**src/rtl/fetch_pkg.sv**
```systemverilog
`default_nettype none

package fetch_pkg;

    localparam int ADDR_W       = 32;
    localparam int WORD_BYTES   = 4;   // Memory returns one aligned word per request
    localparam int PARCEL_BYTES = 2;

    typedef logic [ADDR_W-1:0] addr_t;

    // Aligner states
    // AL_DRAIN throws away responses that belong to a path cancelled by a redirect
    typedef enum logic [1:0] {
        AL_EMPTY = 2'd0,   // No parcel held
        AL_HALF  = 2'd1,   // Upper parcel of the last word held
        AL_DRAIN = 2'd2
    } align_state_e;

    // Address of the word that holds byte address a
    function automatic addr_t word_base(input addr_t a);
        return {a[ADDR_W-1:2], 2'b00};
    endfunction

    // Start of the word after the one that holds a
    function automatic addr_t next_word(input addr_t a);
        return word_base(a) + addr_t'(WORD_BYTES);
    endfunction

    function automatic addr_t upper_parcel(input addr_t a);
        return word_base(a) + addr_t'(PARCEL_BYTES);
    endfunction

endpackage

`default_nettype wire

```
**src/rtl/isa_pkg.sv**
```systemverilog
`default_nettype none

package isa_pkg;

    localparam int PARCEL_W = 16;   // One RVC parcel
    localparam int INSTR_W  = 32;   // Full instruction, also the fetch word

    typedef logic [PARCEL_W-1:0] parcel_t;
    typedef logic [INSTR_W-1:0]  instr_t;

    // The two low opcode bits of a parcel
    typedef enum logic [1:0] {
        Q0     = 2'b00,
        Q1     = 2'b01,
        Q2     = 2'b10,
        Q_FULL = 2'b11     // Start of a 32-bit instruction
    } quadrant_e;

    function automatic quadrant_e quadrant(input parcel_t p);
        return quadrant_e'(p[1:0]);
    endfunction

    function automatic logic is_compressed(input parcel_t p);
        return quadrant(p) != Q_FULL;
    endfunction

    // Decode receives compressed instructions zero-extended
    function automatic instr_t zext_parcel(input parcel_t p);
        return {{(INSTR_W - PARCEL_W){1'b0}}, p};
    endfunction

endpackage

`default_nettype wire

```
**src/rtl/fetch_align.sv**
```systemverilog
`timescale 1ns/100ps
`default_nettype none

module fetch_align #(
    parameter int MAX_OUTSTANDING = 2
) (
    input  wire logic             clk_i,
    input  wire logic             rstn_i,

    input  wire logic             redirect_i,
    input  wire logic             req_fire_i,

    input  wire fetch_pkg::addr_t head_pc_i,
    input  wire logic             head_valid_i,
    output logic                  head_pop_o,

    input  wire logic             mem_rsp_valid_i,
    input  wire isa_pkg::instr_t  mem_rsp_data_i,
    output logic                  mem_rsp_ready_o,

    input  wire logic             stall_i,
    output logic                  inst_valid_o,
    output isa_pkg::instr_t       inst_o,
    output fetch_pkg::addr_t      inst_pc_o
);

    import isa_pkg::*;
    import fetch_pkg::*;

    // Headroom for old-path responses piling up over back-to-back redirects
    localparam int CNT_W = $clog2(4 * MAX_OUTSTANDING + 1);

    align_state_e     state_q;
    align_state_e     state_d;
    logic [CNT_W-1:0] pend_q;         // Responses memory still owes us
    logic [CNT_W-1:0] pend_d;
    logic [CNT_W-1:0] drop_q;         // Responses left to throw away in AL_DRAIN
    logic [CNT_W-1:0] drop_d;
    logic             first_q;        // Next word is the first one after reset or redirect
    logic             first_d;

    parcel_t          half_q;
    parcel_t          half_d;
    addr_t            half_pc_q;
    addr_t            half_pc_d;

    logic             inst_valid_q;
    logic             inst_valid_d;
    instr_t           inst_q;
    instr_t           inst_d;
    addr_t            inst_pc_q;
    addr_t            inst_pc_d;

    logic             rsp_ready;
    logic             rsp_fire;
    logic             take_word;      // Accepted word that belongs to the current path

    parcel_t          word_lo;
    parcel_t          word_hi;
    addr_t            word_pc;
    addr_t            hi_pc;
    logic             lo_skip;

    assign word_lo = mem_rsp_data_i[PARCEL_W-1:0];
    assign word_hi = mem_rsp_data_i[INSTR_W-1:PARCEL_W];
    assign word_pc = word_base(head_pc_i);
    assign hi_pc   = upper_parcel(head_pc_i);
    assign lo_skip = first_q && head_pc_i[1];   // Jumped into the middle of this word

    // Old-path responses are taken freely, live ones only when decode can accept
    always_comb begin
        rsp_ready = 1'b0;
        if (redirect_i) begin
            rsp_ready = pend_q != '0;
        end else begin
            unique case (state_q)
                AL_EMPTY: rsp_ready = head_valid_i && !stall_i;
                AL_HALF:  rsp_ready = head_valid_i && !stall_i && !is_compressed(half_q);
                AL_DRAIN: rsp_ready = 1'b1;
                default:  rsp_ready = 1'b0;
            endcase
        end
    end

    assign rsp_fire  = mem_rsp_valid_i && rsp_ready;
    assign take_word = rsp_fire && !redirect_i && (state_q != AL_DRAIN);

    always_comb begin
        state_d      = state_q;
        pend_d       = pend_q;
        drop_d       = drop_q;
        first_d      = first_q;
        half_d       = half_q;
        half_pc_d    = half_pc_q;
        inst_valid_d = stall_i ? inst_valid_q : 1'b0;   // Decode keeps what it sees while stalled
        inst_d       = inst_q;
        inst_pc_d    = inst_pc_q;

        if (req_fire_i) begin
            pend_d = pend_d + 1'b1;
        end
        if (rsp_fire) begin
            pend_d = pend_d - 1'b1;
        end
        if (take_word) begin
            first_d = 1'b0;
        end

        unique case (state_q)
            AL_EMPTY: begin
                if (take_word) begin
                    if (lo_skip) begin
                        if (is_compressed(word_hi)) begin
                            inst_valid_d = 1'b1;
                            inst_d       = zext_parcel(word_hi);
                            inst_pc_d    = hi_pc;
                        end else begin
                            // Only the first half of a 32-bit instruction is here
                            half_d    = word_hi;
                            half_pc_d = hi_pc;
                            state_d   = AL_HALF;
                        end
                    end else if (!is_compressed(word_lo)) begin
                        inst_valid_d = 1'b1;
                        inst_d       = mem_rsp_data_i;
                        inst_pc_d    = word_pc;
                    end else begin
                        inst_valid_d = 1'b1;
                        inst_d       = zext_parcel(word_lo);
                        inst_pc_d    = word_pc;
                        half_d       = word_hi;   // Sorted out next cycle
                        half_pc_d    = hi_pc;
                        state_d      = AL_HALF;
                    end
                end
            end
            AL_HALF: begin
                if (!stall_i && is_compressed(half_q)) begin
                    inst_valid_d = 1'b1;
                    inst_d       = zext_parcel(half_q);
                    inst_pc_d    = half_pc_q;
                    state_d      = AL_EMPTY;
                end else if (take_word) begin
                    // Instruction crosses the word boundary
                    inst_valid_d = 1'b1;
                    inst_d       = {word_lo, half_q};
                    inst_pc_d    = half_pc_q;
                    half_d       = word_hi;
                    half_pc_d    = hi_pc;
                end
            end
            AL_DRAIN: begin
                if (rsp_fire) begin
                    drop_d = drop_q - 1'b1;
                    if (drop_q == CNT_W'(1)) begin
                        state_d = AL_EMPTY;
                    end
                end
            end
            default: state_d = AL_EMPTY;
        endcase

        if (redirect_i) begin
            // Everything still in flight now belongs to the old path
            drop_d       = pend_d;
            state_d      = (pend_d != '0) ? AL_DRAIN : AL_EMPTY;
            first_d      = 1'b1;
            inst_valid_d = 1'b0;
        end
    end

    always_ff @(posedge clk_i) begin
        if (!rstn_i) begin
            state_q      <= AL_EMPTY;
            pend_q       <= '0;
            drop_q       <= '0;
            first_q      <= 1'b1;
            inst_valid_q <= 1'b0;
        end else begin
            state_q      <= state_d;
            pend_q       <= pend_d;
            drop_q       <= drop_d;
            first_q      <= first_d;
            inst_valid_q <= inst_valid_d;
        end
    end

    always_ff @(posedge clk_i) begin
        half_q    <= half_d;
        half_pc_q <= half_pc_d;
        inst_q    <= inst_d;
        inst_pc_q <= inst_pc_d;
    end

    assign head_pop_o      = take_word;
    assign mem_rsp_ready_o = rsp_ready;
    assign inst_valid_o    = inst_valid_q;
    assign inst_o          = inst_q;
    assign inst_pc_o       = inst_pc_q;

endmodule

`default_nettype wire

```
**src/rtl/fetch_pc_gen.sv**
```systemverilog
`timescale 1ns/100ps
`default_nettype none

module fetch_pc_gen #(
    parameter int               MAX_OUTSTANDING = 2,
    parameter fetch_pkg::addr_t RESET_PC        = '0
) (
    input  wire logic             clk_i,
    input  wire logic             rstn_i,

    input  wire logic             redirect_i,
    input  wire fetch_pkg::addr_t redirect_pc_i,

    output logic                  mem_req_valid_o,
    output fetch_pkg::addr_t      mem_req_addr_o,
    input  wire logic             mem_req_ready_i,

    output logic                  req_fire_o,
    output fetch_pkg::addr_t      head_pc_o,
    output logic                  head_valid_o,
    input  wire logic             head_pop_i
);

    import fetch_pkg::*;

    localparam int PTR_W = (MAX_OUTSTANDING > 1) ? $clog2(MAX_OUTSTANDING) : 1;
    localparam int CNT_W = $clog2(MAX_OUTSTANDING + 1);

    addr_t            pc_q;                        // Next PC to request
    addr_t            pc_queue_q [MAX_OUTSTANDING]; // PCs of requests in flight, oldest first
    logic [PTR_W-1:0] wr_ptr_q;
    logic [PTR_W-1:0] rd_ptr_q;
    logic [CNT_W-1:0] count_q;
    logic             fetch_en_q;                  // Goes high one cycle after reset
    logic             req_fire;

    // Ring pointer step, also for a depth that is not a power of two
    function automatic logic [PTR_W-1:0] ptr_inc(input logic [PTR_W-1:0] p);
        return (p == PTR_W'(MAX_OUTSTANDING - 1)) ? '0 : p + 1'b1;
    endfunction

    assign mem_req_valid_o = fetch_en_q && (count_q < CNT_W'(MAX_OUTSTANDING));
    assign mem_req_addr_o  = word_base(pc_q);   // Memory only ever sees word addresses
    assign req_fire        = mem_req_valid_o && mem_req_ready_i;
    assign req_fire_o      = req_fire;

    assign head_pc_o    = pc_queue_q[rd_ptr_q];
    assign head_valid_o = count_q != '0;

    always_ff @(posedge clk_i) begin
        if (!rstn_i) begin
            fetch_en_q <= 1'b0;
            pc_q       <= RESET_PC;
            wr_ptr_q   <= '0;
            rd_ptr_q   <= '0;
            count_q    <= '0;
        end else begin
            fetch_en_q <= 1'b1;
            if (redirect_i) begin
                // A request firing in this cycle is still on the old path
                pc_q     <= redirect_pc_i;
                wr_ptr_q <= '0;
                rd_ptr_q <= '0;
                count_q  <= '0;
            end else begin
                if (req_fire) begin
                    pc_q     <= next_word(pc_q);   // Drops the byte offset of a jump target
                    wr_ptr_q <= ptr_inc(wr_ptr_q);
                end
                if (head_pop_i) begin
                    rd_ptr_q <= ptr_inc(rd_ptr_q);
                end
                if (req_fire && !head_pop_i) begin
                    count_q <= count_q + 1'b1;
                end else if (!req_fire && head_pop_i) begin
                    count_q <= count_q - 1'b1;
                end
            end
        end
    end

    // The full PC is kept so the aligner can see a target with bit 1 set
    always_ff @(posedge clk_i) begin
        if (req_fire) begin
            pc_queue_q[wr_ptr_q] <= pc_q;
        end
    end

endmodule

`default_nettype wire

```
**src/rtl/fetch_top.sv**
```systemverilog
`timescale 1ns/100ps
`default_nettype none

module fetch_top #(
    parameter int               MAX_OUTSTANDING = 2,
    parameter fetch_pkg::addr_t RESET_PC        = 32'h0000_0000
) (
    input  wire logic             clk_i,
    input  wire logic             rstn_i,

    output logic                  mem_req_valid_o,
    output fetch_pkg::addr_t      mem_req_addr_o,
    input  wire logic             mem_req_ready_i,

    input  wire logic             mem_rsp_valid_i,
    input  wire isa_pkg::instr_t  mem_rsp_data_i,
    output logic                  mem_rsp_ready_o,

    input  wire logic             redirect_i,
    input  wire fetch_pkg::addr_t redirect_pc_i,

    input  wire logic             stall_i,
    output logic                  inst_valid_o,
    output isa_pkg::instr_t       inst_o,
    output fetch_pkg::addr_t      inst_pc_o
);

    import fetch_pkg::*;

    addr_t head_pc;      // PC of the oldest request in flight
    logic  head_valid;
    logic  head_pop;
    logic  req_fire;

    fetch_pc_gen #(
        .MAX_OUTSTANDING (MAX_OUTSTANDING),
        .RESET_PC        (RESET_PC)
    ) u_pc_gen (
        .clk_i           (clk_i),
        .rstn_i          (rstn_i),
        .redirect_i      (redirect_i),
        .redirect_pc_i   (redirect_pc_i),
        .mem_req_valid_o (mem_req_valid_o),
        .mem_req_addr_o  (mem_req_addr_o),
        .mem_req_ready_i (mem_req_ready_i),
        .req_fire_o      (req_fire),
        .head_pc_o       (head_pc),
        .head_valid_o    (head_valid),
        .head_pop_i      (head_pop)
    );

    fetch_align #(
        .MAX_OUTSTANDING (MAX_OUTSTANDING)
    ) u_align (
        .clk_i           (clk_i),
        .rstn_i          (rstn_i),
        .redirect_i      (redirect_i),
        .req_fire_i      (req_fire),
        .head_pc_i       (head_pc),
        .head_valid_i    (head_valid),
        .head_pop_o      (head_pop),
        .mem_rsp_valid_i (mem_rsp_valid_i),
        .mem_rsp_data_i  (mem_rsp_data_i),
        .mem_rsp_ready_o (mem_rsp_ready_o),
        .stall_i         (stall_i),
        .inst_valid_o    (inst_valid_o),
        .inst_o          (inst_o),
        .inst_pc_o       (inst_pc_o)
    );

endmodule

`default_nettype wire

```
**config.mk**
```make
export PLATFORM = sky130hd
export DESIGN_NAME = fetch_top
export DESIGN_NICKNAME = d
export VERILOG_FILES = /design/src/rtl/fetch_pkg.sv /design/src/rtl/isa_pkg.sv /design/src/rtl/fetch_align.sv /design/src/rtl/fetch_pc_gen.sv /design/src/rtl/fetch_top.sv
export SDC_FILE = /design/constraint.sdc
export NUM_CORES = 1
export LEC_CHECK = 0
export BUFFER_PORTS_ARGS = -buffer_cell sky130_fd_sc_hd__buf_4
export CORE_ASPECT_RATIO = 0.6
export CORE_UTILIZATION = 56
export CTS_CLUSTER_DIAMETER = 40
export DETAILED_ROUTE_END_ITERATION = 10
export GPL_ROUTABILITY_DRIVEN = 1
export PLACE_DENSITY_LB_ADDON = 0.08
export REMOVE_ABC_BUFFERS = 1
export SYNTH_ARGS = -nofsm -noshare
export SYNTH_HDL_FRONTEND = slang
export SYNTH_SLANG_ARGS = --single-unit
export TNS_END_PERCENT = 100
```
**constraint.sdc**
```tcl
create_clock -name clk_i -period 5.61 [get_ports clk_i]
set_clock_uncertainty 0.2 [all_clocks]
set_input_delay 1.122 -clock clk_i [delete_from_list [all_inputs] [get_ports clk_i]]
set_output_delay 1.122 -clock clk_i [all_outputs]
set_load 0.02 [all_outputs]
```
==> metrics.yaml, run 1 <==
grt_antenna_before_repair: 0
pin_count: 169
drive_gt1_share_pct: 35.1
clock_latency_ns: 0.51
remaining_drc_errors: 0
via_count: 5930
cp_max_fo: 35
p_per_area_mw_per_mm2: 342
slew_viol_final: 0
worst_slew_pin_slew_ns: 1.16
cts_hold_repair.buffers: 0
via_per_inst: 5.61
crit_type: "register to register"
die_area_mm2: 0.0172
cts_buffers: 24
synth_cell_types: 60
post_drt_wl_per_cell_um: 18.6
hpwl_mm: 12.6
synth_commonest_cells: "171 x edfxtp_1, 62 x mux2_2, 54 x a21oi_1"
cts_tree: "yes"
start_util_pct: 57.5
max_stage_delay_ns: 0.88
antenna_left: 0
cts_root_buf: "clkbuf_16"
grt_pass1_vias: 5666
synth_most_common_cell: "edfxtp_1"
relSlewSlack_pct: 22.1
total_power_mw: 3.90
cts.path.max_buffers: 3
h-tree-depth: 1
fin_crit_sh_pct: 67.3
port_buffers: 164
maxCapViolations: 0
grt_start_max_net_pins: 66
drtIter0Drc: 376
final_nets: 888
grt_pass1_wl_mm: 29.9
synth_top_area_share_pct: 54.9
yosys.area.top_type: "edfxtp_1"
ys_seq_area_share_pct: 65.4
worstHoldPathType: "register to register"
yosys-top-cells-area: "edfxtp_1 55%, dfxtp_1 10%, mux2_2 7.5%"
synth-warning-count: 0
clock_sinks: 220
die_y_um: 102
irDropWorstVdd_mv: 0.186
cts_resized: 0
overflow: 0
path_cells: "mux2_2 -> nand2_1 -> buf_4 -> o21ai_0 -> a21o_1 -> inv_2 -> buf_4"
critPathRequiredTime_ns: 5.57
setup_viol: 0
min_period_ns: 3.78
avgSynthCellArea_um2: 13.9
fin_tns_setup_ns: 0
drt_pre_antenna_iters: 5
synth_top_flop_cell: "edfxtp_1"
synth_edf_count: 171
rsz0062_at_grt: "false"
cp-end-kind: "register"
cellLeakagePower_nw: 4.16
async_reset_ff_share_pct: 0
worst_hold_slack_ns: 0.272
synth.cell_area_mm2: 0.00935
clkTransAtPathRegs_ns: 0.06
die_width_um: 169
num_rows: 36
fmax_ghz: 0.265
gp_congestion: 0.837
status: "finished clean"
nFillCells: 1146
synth_cells: 675
finalHoldViolCount: 0
synth_seq_cells: 220
area_growth_syn_to_layout_pct: 22.0
diodes: 0
grt_usage_pct: 22.5
wirelength_mm: 19.6
worstPathArrival_ns: 3.73
min-delay-start: "u_align.first_q"
slowest_stage: "dfxtp_2"
postCtsSetupBuffers: 0
core_area_mm2: 0.0163
cp-start-kind: "register"
crit_path_frequent_cell: "buf_4"
[registers in the layout, indices dropped and copies added (netlist names), 2 cells and up, named ones only]
signal and cells:
u_align.drop_q 4, u_align.half_pc_q 30, u_align.half_q 16, u_align.inst_o 32, u_align.inst_pc_o 31, u_align.pend_q 4
u_align.state_q 2, u_pc_gen.count_q 2, u_pc_gen.pc_q 31, u_pc_gen.pc_queue_q 62
[critical path, delay by kind of cell (launching register included)]
kind / cells / cell delay [ns]
AO/OA/AOI/OAI: 2 / 0.36
AND/OR/NAND/NOR: 1 / 0.06
multiplexers: 1 / 0.42
buffers and inverters: 3 / 1.46
flip-flops: 1 / 0.88
[where the power goes]
part | internal [mW] | switching, mW
sequential | 1.82 | 0.0649
combinational | 0.190 | 0.202
clock | 0.977 | 0.645
[path summary, 6_finish.rpt]
kind / to / slack, ns / cells after the start
max: u_align.inst_o[6] / 1.83 / 7
min: u_align.first_q / 0.27 / 1
max reg2reg: u_align.inst_o[6] / 1.83 / 7
min reg2reg: u_align.first_q / 0.27 / 1
[placed cells by master (no fill, tap or decap), types with 3 or more instances in the layout]
| master | n |
|---|---|
| edfxtp_1 | 171 |
| buf_4 | 170 |
| mux2_2 | 62 |
| a21oi_1 | 53 |
| dfxtp_1 | 48 |
| nor2_1 | 36 |
| o21ai_0 | 31 |
| xnor2_1 | 29 |
| clkbuf_16 | 26 |
| nand2_1 | 17 |
| mux2i_1 | 17 |
| a22o_1 | 15 |
| xor2_1 | 15 |
| nand3_1 | 14 |
| inv_1 | 11 |
| nor3_1 | 9 |
| nand4_1 | 7 |
| ha_1 | 7 |
| nor4_1 | 6 |
| clkbuf_1 | 6 |
| nor4_2 | 5 |
| and2_1 | 4 |
| o211ai_1 | 4 |
| a21boi_0 | 3 |
| conb_1 | 3 |
| clkinv_4 | 3 |
[final cells by class]
cell class                 instances  area (um2)  area share, %
tap                              228         285           2.50
sequential                       220        6120           53.6
clock inverter                    10         130           1.14
inverter                          14        52.6          0.461
multi-input combinational        381        2850           25.0
clock buffer                      34         701           6.14
timing repair buffer             170        1280           11.2
[through the flow]
step | cell area [um2] | utilization [%] | cells | setup slack [ns]
after CTS | 11400 | 70.2 | 1057 | 1.75
after global routing | 11400 | 70.2 | 1057 | 1.62
after floorplan | 8990 | - | 615 | 0.411
after global placement | 10600 | 65.1 | 1013 | 1.80
final | 11400 | 70.2 | 1057 | 1.83
after detailed placement | 10600 | 65.1 | 1013 | 1.78
[layer usage]
metal  global-route usage (%)  vias up  routed length, um
li1                         -     2775                  -
met1                     32.9     2926               9240
met2                     34.3      191               8740
met3                     4.57       38               1200
met4                     6.43        0                463
met5                        0        -                  0
[cells by family after synthesis]
logic type / count (synthesis) / share of synthesized area, %
buffers and inverters: 76 / 4.49
DFF: 220 / 65.4
AOI/OAI and AO/OA: 122 / 7.81
other: 1 / 0.0401
adders and majority gates: 7 / 0.936
xor gates and xnor gates: 44 / 4.12
muxes: 79 / 9.28
and+or+nand+nor: 126 / 7.93
Power figures use the tool's default switching activity.
==> run 2: changes to the inputs <==
==> constraint.sdc (replaced) <==
create_clock -name clk_i -period 3.5 [get_ports clk_i]
set_clock_uncertainty 0.2 [all_clocks]
set_input_delay 0.7 -clock clk_i [delete_from_list [all_inputs] [get_ports clk_i]]
set_output_delay 0.7 -clock clk_i [all_outputs]
set_load 0.02 [all_outputs]
==> run 2 against run 1 <==
Compared with the run above: clock power rose by 48%; first-iteration DRC count rose by 11%; cell count rose by 0.57%; core utilization rose by 0.054 points; sequential power rose by 60%; worst setup slack got worse by 0.98 ns; largest cell class unchanged; die area did not move; worst hold slack got worse by 0.069 ns; wire length rose by 2.6%.
==> metrics.yaml, run 2 (same netlist as run 1, synthesis figures left out) <==
status: "finished clean"
overflow: 0  # unchanged
cts_root_buf: "clkbuf_16"
regArea_mm2: 0.00612  # unchanged
post-route-util_pct: 70.2  # about the same
gp_congestion: 0.812  # -2.9%
largest_reg_flops: 62  # unchanged
cts_tree: "yes"
maxCapViolations: 0  # unchanged
finalHoldViolCount: 0  # unchanged
cp_max_fo: 7  # -80%
r2r_slack_ns: 0.86  # -0.97 ns
min_period_ns: 2.65
worstHoldPathType: "input port to register"
fmax_ghz: 0.378
cts_hold_repair.buffers: 0  # unchanged
grt_usage_pct: 23.1  # +0.65 points
crit_type: "register to output port"
hpwl_mm: 13.3  # +5.6%
worst_hold_slack_ns: 0.203  # -0.0694 ns
slew_viol_final: 0  # unchanged
pin_count: 169  # unchanged
drtIter0Drc: 417  # +11%
layout_commonest_cell: "buf_4"
port_buffers: 164  # unchanged
clock_sinks: 220  # unchanged
area_growth_syn_to_layout_pct: 22.1  # about the same
reg2reg_depth: 6  # -1
die_y_um: 102  # unchanged
final_nets: 896  # +0.90%
wirelength_mm: 20.2  # +2.6%
rsz0062_at_grt: "false"
whs_path_depth: 1  # unchanged
total_power_mw: 6.06  # +55%
grt_start_max_net_pins: 62  # -6.1%
worstPathArrival_ns: 1.75  # -1.98 ns
critPathRequiredTime_ns: 2.60  # -2.97 ns
diodes: 0  # unchanged
multiInputGateArea_mm2: 0.00285  # unchanged
cp-start-kind: "register"
grt_pass1_wl_mm: 30.6  # +2.4%
antenna_left: 0  # unchanged
via_count: 5964  # +0.57%
cts_resized: 0  # unchanged
top_register: "u_pc_gen.pc_queue_q"
clkTransAtPathRegs_ns: 0.06  # about the same
worst_slew_pin_slew_ns: 1.23  # +0.0633 ns
post_drt_wl_per_cell_um: 19.0  # +2.0%
h-tree-depth: 1  # unchanged
grt_antenna_before_repair: 0  # unchanged
core_area_mm2: 0.0163  # unchanged
die_area_mm2: 0.0172  # unchanged
clock_latency_ns: 0.49  # -0.02 ns
postCtsSetupBuffers: 0  # unchanged
nFillCells: 1132  # -1.2%
cellLeakagePower_nw: 4.17  # +0.31%
drive_gt1_share_pct: 35.6  # +0.47 points
mostFrequentLayoutCells: "177 x buf_4, 171 x edfxtp_1, 62 x mux2_2"
grt_pass1_vias: 5701  # +0.62%
relSlewSlack_pct: 17.8  # -4.2 points
start_util_pct: 57.5  # unchanged
p_per_area_mw_per_mm2: 531  # +55%
via_per_inst: 5.61  # about the same
die_width_um: 169  # unchanged
remaining_drc_errors: 0  # unchanged
cts.path.max_buffers: 3  # unchanged
irDropWorstVdd_mv: 0.333  # +79%
fin_crit_sh_pct: 75.6
setup_viol: 0  # unchanged
cts_buffers: 23  # -4.2%
drt_pre_antenna_iters: 5  # unchanged
num_rows: 36  # unchanged
cp-end-kind: "output port"
==> run 2: changes by cell type in the layout (fill, tap and decap cells not counted) <==
cell | before | now
buf_12 | 0 | 2
buf_4 | 170 | 177
clkbuf_1 | 6 | 4
clkbuf_16 | 26 | 23
clkbuf_8 | 2 | 1
clkinv_1 | 2 | 4
clkinv_2 | 0 | 3
clkinv_4 | 3 | 0
clkinv_8 | 0 | 1
==> run 2: where the power goes <==
group,internal [mW],leakage [nW],switching [mW]
logic,0.309,1.84,0.341
registers,2.92,1.97,0.0910
clock network,1.40,0.361,1.00
==> run 2: area by class of cell <==
| type | instances | area share, % |
|---|---|---|
| multi-input cells | 381 | 24.9 |
| clock buffers | 28 | 5.29 |
| repair buffers | 179 | 12.0 |
| flip-flops and latches | 220 | 53.6 |
| well taps | 228 | 2.50 |
| inverters | 14 | 0.460 |
| clock inverters | 13 | 1.25 |
==> run 2: final timing paths <==
kind	from	to
max	u_align.pend_q[0]	mem_rsp_ready_o
min	mem_rsp_data_i[26]	u_align.half_q[10]
max reg2reg	u_align.state_q[0]	u_align.inst_pc_o[20]
min reg2reg	u_align.first_q	u_align.first_q
==> run 2: critical path: stages, from the launching register on <==
cell,delay (ns)
dfxtp_1,0.47
inv_1,0.07
ha_1,0.19
nand4bb_1,0.20
o21a_1,0.18
buf_4,0.14
==> run 2: layer usage <==
metal / part of all wire [%] / global-route usage (%) / routed length [um]
met5: 0 / 0 / 0
met4: 1.4 / 5.10 / 281
met3: 4.7 / 3.60 / 942
met2: 45 / 36.0 / 9090
met1: 49 / 34.7 / 9860
==> run 2: per-stage QoR <==
stage	cells	worst slack [ns]	cell area, um2	TNS [ns]
after CTS	1063	0.856	11400	0
final	1063	0.853	11400	0
after global placement	1022	0.873	10700	0
after global routing	1063	0.630	11400	0
after detailed placement	1022	0.808	10700	0
after floorplan	615	-1.70	8990	-124.11
